`src/source/adder_pkg.sv`:
```
package adder_pkg;

  // --------------------
  // Word geometry
  // --------------------

  parameter int DATA_WIDTH       = 64;
  parameter int GROUP_SIZE       = 4;                                // Bits per lookahead group
  parameter int NUM_GROUPS       = DATA_WIDTH / GROUP_SIZE;         // 16 groups
  parameter int GROUPS_PER_BLOCK = 4;                                // Groups per lookahead block
  parameter int NUM_BLOCKS       = NUM_GROUPS / GROUPS_PER_BLOCK;   // 4 blocks

  // --------------------
  // Word types
  // --------------------

  typedef logic [DATA_WIDTH-1:0] data_t;      // Operand or sum
  typedef logic [NUM_GROUPS-1:0] group_vec_t; // One flag per group

  // Propagate/generate word. The bitwise stage sees 64 flat bits,
  // the group stages see the same bits as 16 nibbles.
  typedef union packed {
    logic [DATA_WIDTH-1:0]                 flat;
    logic [NUM_GROUPS-1:0][GROUP_SIZE-1:0] groups;
  } pg_word_u;

endpackage

```
`src/source/adder_pg_stage.sv`:
```
`timescale 1ns/1ps

module adder_pg_stage
  import adder_pkg::*;
(
  input  logic     clk,
  input  logic     rst_n,
  input  logic     in_valid,
  input  data_t    a,
  input  data_t    b,
  output logic     pg_valid,
  output pg_word_u p,
  output pg_word_u g
);

  // --------------------
  // Valid strobe
  // --------------------

  always_ff @(posedge clk or negedge rst_n)
  begin
    if (!rst_n)
    begin
      pg_valid <= 1'b0;
    end
    else
    begin
      pg_valid <= in_valid;
    end
  end

  // --------------------
  // Bit propagate/generate
  // --------------------

  always_ff @(posedge clk)
  begin
    p.flat <= a ^ b;  // Half sum
    g.flat <= a & b;  // Carry out of the bit itself
  end

endmodule

```
`src/source/adder_group_stage.sv`:
```
`timescale 1ns/1ps

module adder_group_stage
  import adder_pkg::*;
(
  input  logic     clk,
  input  logic     rst_n,
  input  logic     pg_valid,
  input  pg_word_u p,
  input  pg_word_u g,
  output logic     grp_valid,
  output pg_word_u p_fwd,
  output pg_word_u gp_local,
  output pg_word_u pp_local
);

  pg_word_u gp_next;
  pg_word_u pp_next;

  // --------------------
  // In-group prefixes
  // --------------------

  // Bit j of a group holds G/P of the span from the group's bit 0 up to j.
  always_comb
  begin
    gp_next = '0;
    pp_next = '0;
    for (int k = 0; k < NUM_GROUPS; k++)
    begin
      gp_next.groups[k][0] = g.groups[k][0];  // Lowest bit starts the span
      pp_next.groups[k][0] = p.groups[k][0];
      for (int j = 1; j < GROUP_SIZE; j++)
      begin
        gp_next.groups[k][j] = g.groups[k][j] |
                               (p.groups[k][j] & gp_next.groups[k][j-1]);
        pp_next.groups[k][j] = p.groups[k][j] & pp_next.groups[k][j-1];
      end
    end
  end

  // --------------------
  // Pipeline registers
  // --------------------

  always_ff @(posedge clk or negedge rst_n)
  begin
    if (!rst_n)
    begin
      grp_valid <= 1'b0;
    end
    else
    begin
      grp_valid <= pg_valid;
    end
  end

  always_ff @(posedge clk)
  begin
    p_fwd    <= p;        // Needed again for the sum bits
    gp_local <= gp_next;  // Top bit of each nibble is group generate
    pp_local <= pp_next;  // Top bit of each nibble is group propagate
  end

endmodule

```
`src/source/adder_block_stage.sv`:
```
`timescale 1ns/1ps

module adder_block_stage
  import adder_pkg::*;
(
  input  logic       clk,
  input  logic       rst_n,
  input  logic       grp_valid,
  input  pg_word_u   p_in,
  input  pg_word_u   gp_local_in,
  input  pg_word_u   pp_local_in,
  output logic       blk_valid,
  output pg_word_u   p_fwd,
  output pg_word_u   gp_local,
  output pg_word_u   pp_local,
  output group_vec_t group_carry
);

  logic [NUM_BLOCKS-1:0][GROUPS_PER_BLOCK-1:0] blk_gp;  // Prefix G over groups in a block
  logic [NUM_BLOCKS-1:0][GROUPS_PER_BLOCK-1:0] blk_pp;  // Prefix P over groups in a block
  logic [NUM_BLOCKS-1:0]                       blk_carry;
  group_vec_t                                  carry_next;

  // --------------------
  // Block generate/propagate
  // --------------------

  always_comb
  begin
    blk_gp = '0;
    blk_pp = '0;
    for (int m = 0; m < NUM_BLOCKS; m++)
    begin
      blk_gp[m][0] = gp_local_in.groups[m*GROUPS_PER_BLOCK][GROUP_SIZE-1];
      blk_pp[m][0] = pp_local_in.groups[m*GROUPS_PER_BLOCK][GROUP_SIZE-1];
      for (int i = 1; i < GROUPS_PER_BLOCK; i++)
      begin
        blk_gp[m][i] = gp_local_in.groups[m*GROUPS_PER_BLOCK+i][GROUP_SIZE-1] |
                       (pp_local_in.groups[m*GROUPS_PER_BLOCK+i][GROUP_SIZE-1] &
                        blk_gp[m][i-1]);
        blk_pp[m][i] = pp_local_in.groups[m*GROUPS_PER_BLOCK+i][GROUP_SIZE-1] &
                       blk_pp[m][i-1];
      end
    end
  end

  // --------------------
  // Block lookahead and group carries
  // --------------------

  always_comb
  begin
    blk_carry[0] = 1'b0;  // No carry-in to the word
    for (int m = 1; m < NUM_BLOCKS; m++)
    begin
      blk_carry[m] = blk_gp[m-1][GROUPS_PER_BLOCK-1] |
                     (blk_pp[m-1][GROUPS_PER_BLOCK-1] & blk_carry[m-1]);
    end

    for (int m = 0; m < NUM_BLOCKS; m++)
    begin
      carry_next[m*GROUPS_PER_BLOCK] = blk_carry[m];  // First group takes block carry
      for (int i = 1; i < GROUPS_PER_BLOCK; i++)
      begin
        carry_next[m*GROUPS_PER_BLOCK+i] = blk_gp[m][i-1] |
                                           (blk_pp[m][i-1] & blk_carry[m]);
      end
    end
  end

  // --------------------
  // Pipeline registers
  // --------------------

  always_ff @(posedge clk or negedge rst_n)
  begin
    if (!rst_n)
    begin
      blk_valid <= 1'b0;
    end
    else
    begin
      blk_valid <= grp_valid;
    end
  end

  always_ff @(posedge clk)
  begin
    p_fwd       <= p_in;
    gp_local    <= gp_local_in;
    pp_local    <= pp_local_in;
    group_carry <= carry_next;
  end

endmodule

```
`src/source/adder_sum_stage.sv`:
```
`timescale 1ns/1ps

module adder_sum_stage
  import adder_pkg::*;
(
  input  logic       clk,
  input  logic       rst_n,
  input  logic       blk_valid,
  input  pg_word_u   p_in,
  input  pg_word_u   gp_local_in,
  input  pg_word_u   pp_local_in,
  input  group_vec_t group_carry,
  output logic       out_valid,
  output data_t      sum
);

  pg_word_u bit_carry;

  // Carry into each bit from the group carry and the in-group prefix below it
  always_comb
  begin
    bit_carry = '0;
    for (int k = 0; k < NUM_GROUPS; k++)
    begin
      bit_carry.groups[k][0] = group_carry[k];
      for (int j = 1; j < GROUP_SIZE; j++)
      begin
        bit_carry.groups[k][j] = gp_local_in.groups[k][j-1] |
                                 (pp_local_in.groups[k][j-1] & group_carry[k]);
      end
    end
  end

  always_ff @(posedge clk or negedge rst_n)
  begin
    if (!rst_n)
    begin
      out_valid <= 1'b0;
    end
    else
    begin
      out_valid <= blk_valid;
    end
  end

  always_ff @(posedge clk)
  begin
    sum <= p_in.flat ^ bit_carry.flat;  // Wraps modulo 2^64
  end

endmodule

```
`src/source/prefix_adder64.sv`:
```
`timescale 1ns/1ps

module prefix_adder64
  import adder_pkg::*;
(
  input  logic  clk,
  input  logic  rst_n,
  input  logic  in_valid,
  input  data_t a,
  input  data_t b,
  output logic  out_valid,
  output data_t sum
);

  // --------------------
  // Stage wires
  // --------------------

  logic       pg_valid;
  pg_word_u   pg_p;
  pg_word_u   pg_g;

  logic       grp_valid;
  pg_word_u   grp_p;
  pg_word_u   grp_gp;
  pg_word_u   grp_pp;

  logic       blk_valid;
  pg_word_u   blk_p;
  pg_word_u   blk_gp;
  pg_word_u   blk_pp;
  group_vec_t blk_carry;

  // --------------------
  // Four-stage chain
  // --------------------

  adder_pg_stage adder_pg_stage_i (
    .clk      (clk),
    .rst_n    (rst_n),
    .in_valid (in_valid),
    .a        (a),
    .b        (b),
    .pg_valid (pg_valid),
    .p        (pg_p),
    .g        (pg_g)
  );

  adder_group_stage adder_group_stage_i (
    .clk       (clk),
    .rst_n     (rst_n),
    .pg_valid  (pg_valid),
    .p         (pg_p),
    .g         (pg_g),
    .grp_valid (grp_valid),
    .p_fwd     (grp_p),
    .gp_local  (grp_gp),
    .pp_local  (grp_pp)
  );

  adder_block_stage adder_block_stage_i (
    .clk         (clk),
    .rst_n       (rst_n),
    .grp_valid   (grp_valid),
    .p_in        (grp_p),
    .gp_local_in (grp_gp),
    .pp_local_in (grp_pp),
    .blk_valid   (blk_valid),
    .p_fwd       (blk_p),
    .gp_local    (blk_gp),
    .pp_local    (blk_pp),
    .group_carry (blk_carry)
  );

  adder_sum_stage adder_sum_stage_i (
    .clk         (clk),
    .rst_n       (rst_n),
    .blk_valid   (blk_valid),
    .p_in        (blk_p),
    .gp_local_in (blk_gp),
    .pp_local_in (blk_pp),
    .group_carry (blk_carry),
    .out_valid   (out_valid),
    .sum         (sum)
  );

endmodule

```
`config.mk`:
```
export PLATFORM = sky130hd
export DESIGN_NAME = prefix_adder64
export DESIGN_NICKNAME = d
export VERILOG_FILES = /design/src/source/adder_pkg.sv /design/src/source/adder_pg_stage.sv /design/src/source/adder_group_stage.sv /design/src/source/adder_block_stage.sv /design/src/source/adder_sum_stage.sv /design/src/source/prefix_adder64.sv
export SDC_FILE = /design/constraint.sdc
export NUM_CORES = 1
export LEC_CHECK = 0
export BUFFER_PORTS_ARGS = -buffer_cell sky130_fd_sc_hd__buf_2
export CORE_AREA = 5 5 167 169
export DETAILED_ROUTE_END_ITERATION = 12
export DIE_AREA = 0 0 172 174
export HOLD_SLACK_MARGIN = 0.02
export PLACE_DENSITY = 0.69
export SYNTH_ARGS = -nofsm -noshare
export SYNTH_HDL_FRONTEND = slang
export SYNTH_SLANG_ARGS = --single-unit
```
`constraint.sdc`:
```
create_clock -name clk -period 2.52 [get_ports clk]
set_input_delay 0.504 -clock clk [delete_from_list [all_inputs] [get_ports clk]]
set_output_delay 0.504 -clock clk [all_outputs]
set_load 0.005 [all_outputs]
```
==> results.ini <==
[final_layout]
finalNetCount=1275
drive_above_1_share_pct=25.5
fill_cells=2073
syn2layout_area_growth_pct=23.5
final_cell_count_no_fill=1445
seq_area_um2=10500
antenna_cells=0
finalInstanceArea_um2=16000
multiInputGateArea_um2=2470

[synthesis]
synth_top_cell_by_area=dfxtp_1
synth.avg_cell_area_um2=15.8
yosysWarnings=0
netlist_area_um2=13000
synth.most_common_cell=dfxtp_1
netlist-cell-type-count=22
synth.area.top_cells=dfxtp_1, ha_1, a21o_1
ys_seq_area_share_pct=81.0
synthesis.instances=820
synthFlopType=dfxtp_1
yosysTopAreaCellShare_pct=80.2
synth_edf_count=0
mappedNetlistNets=1029
synth-seq-cells=523
synthArstFlopShare_pct=0.765
yosys-top-cells-count=dfxtp_1, ha_1, a21o_1

[clock_network]
cts_sinks=523
cts-buffers-inserted=48
h-tree-depth=2
cts_tree=built
cts-resized-gates=0
hold_buffers=1
cts_setup_buffers=0
clk_path_buf_depth=3
clk_pin_slew_worst_paths_ps=60
clk_latency_ps=530
cts-root-buf=clkbuf_16

[power_and_ir_drop]
p_leak_nw=7.44
ir_worst_vdd_mv=0.943
p_total_w=0.0176
power_density_nw_per_um2=1100

[drt]
vias=6141
first_pass_iters=4
drc=0
wl_per_cell_um=12.3
ant_nets=0
viasPerCell=4.25
drt-initial-drc-count=181
wl_mm=17.8

[sta]
slew_headroom_pct=78.7
slew_viol_final=0
setup_tns_ps=0
fmax_mhz=587
fin_crit_sh_pct=67.6
skew_ps=11.2
holdWs_ps=91.1
final_hold_viol_count=0
post-route-min-period_ps=1700
rsz0062_at_grt=false
finalSetupViolCount=0
worst_slew_pin_slew_ps=319

[global_route]
grt_max_degree=16
grt_pass1_vias=6306
grt_pass1_wl_mm=29.2
grtUsageTotal_pct=12.0
antenna_found_initial=1
gr-total-overflow=0

[floorplan]
start_util_pct=49.0
fp-row-count=60
fp.dieW_um=172
io-pin-count=196
die-area_um2=29900
fp.dieH_um=174
core-area_um2=26400

[critical_path]
cp.arrival_ps=2110
cp-end-kind=register
critical_path_required_ps=2930
critPathLaunchType=register
crit_type=register to register
critPathMaxFanout=4

[min_path]
hp-class=input port to register

[placement]
hpwl_mm=12.4
io_buffers=195
gp_congestion=0.680
dp.cells=1356
dpl_cell_area_um2=14400

[outcome]
status=complete, no violations

[flow_run]
cap_violations=0

[final timing paths]
path	startpoint	end	slack, ps	cells past startpoint
setup / recovery	adder_group_stage_i.pp_local[19]	adder_block_stage_i.group_carry[15]	820	5
hold reg to reg	adder_group_stage_i.gp_local[48]	adder_block_stage_i.gp_local[48]	320	0
max in group asynchronous	rst_n	adder_block_stage_i.blk_valid	2090	2
min in group asynchronous	rst_n	adder_sum_stage_i.out_valid	310	2
setup reg to reg	adder_group_stage_i.pp_local[19]	adder_block_stage_i.group_carry[15]	820	5
hold / removal	in_valid	adder_pg_stage_i.pg_valid	90	1
[through the flow]
stage	util, %	setup slack (ps)
global placement	54.3	805
finish	60.6	816
CTS	60.6	749
global route	60.6	697
floorplan	-	1120
detailed placement	54.3	752
[kinds of logic (layout without fill, tap and decap cells)]
kind of cell,count (synthesis),after routing,synth area share [%]
xor gates and xnor gates,49,49,3.31
adders and majority gates,78,78,7.53
buffers and inverters,0,284,0
and+or+nand+nor,71,71,3.02
AOI/OAI and AO/OA,99,99,5.18
DFF,523,523,81.0
[routing by layer]
layer	up-vias	part of all wire, %	global-route usage (%)	routed length (um)
li1	3212	-	-	-
met1	2730	44	14.7	7750
met2	155	46	19.6	8150
met3	42	7.8	4.03	1390
met4	2	2.8	4.42	505
met5	-	0.039	0	7
[power breakdown]
part	total, W	internal [W]	switching (W)
combinational	0.000875	0.000502	0.000374
sequential	0.00950	0.00918	0.000315
clock	0.00718	0.00431	0.00288
[layout make-up]
| class | instances | area share [%] |
|---|---|---|
| repair buffers | 196 | 6.16 |
| flip-flops and latches | 523 | 65.5 |
| well taps | 341 | 2.67 |
| multi-input cells | 297 | 15.4 |
| clock inverters | 24 | 1.52 |
| clock buffers | 64 | 8.70 |
[critical path, cell delays in order (launching register included)]
cell and delay, ps:
dfxtp_1 320, and3_1 190, a22oi_2 310, a2bb2oi_2 280, o21ai_2 160, o41a_1 320
[layout by cell type, fill, tap and decap left out, drive strengths merged, types with 4 or more instances in the layout]
master and instances:
and3 16, dfxtp 519, clkinv 15, a21o 56, dfrtp 4, a21oi 34, clkbuf 64, and2 29
bufinv 4, xor2 4, ha 78, xnor2 45, buf 195, nor2 18
[state kept, by name (all words and copies together), names as in the netlist, 46 cells and up]
signal,flops
adder_pg_stage_i.p,64
adder_sum_stage_i.sum,64
adder_group_stage_i.gp_local,63
adder_pg_stage_i.g,63
adder_group_stage_i.pp_local,60
adder_block_stage_i.gp_local,49
adder_block_stage_i.p_fwd,48
adder_group_stage_i.p_fwd,48
adder_block_stage_i.pp_local,46
Power figures use the tool's default switching activity.
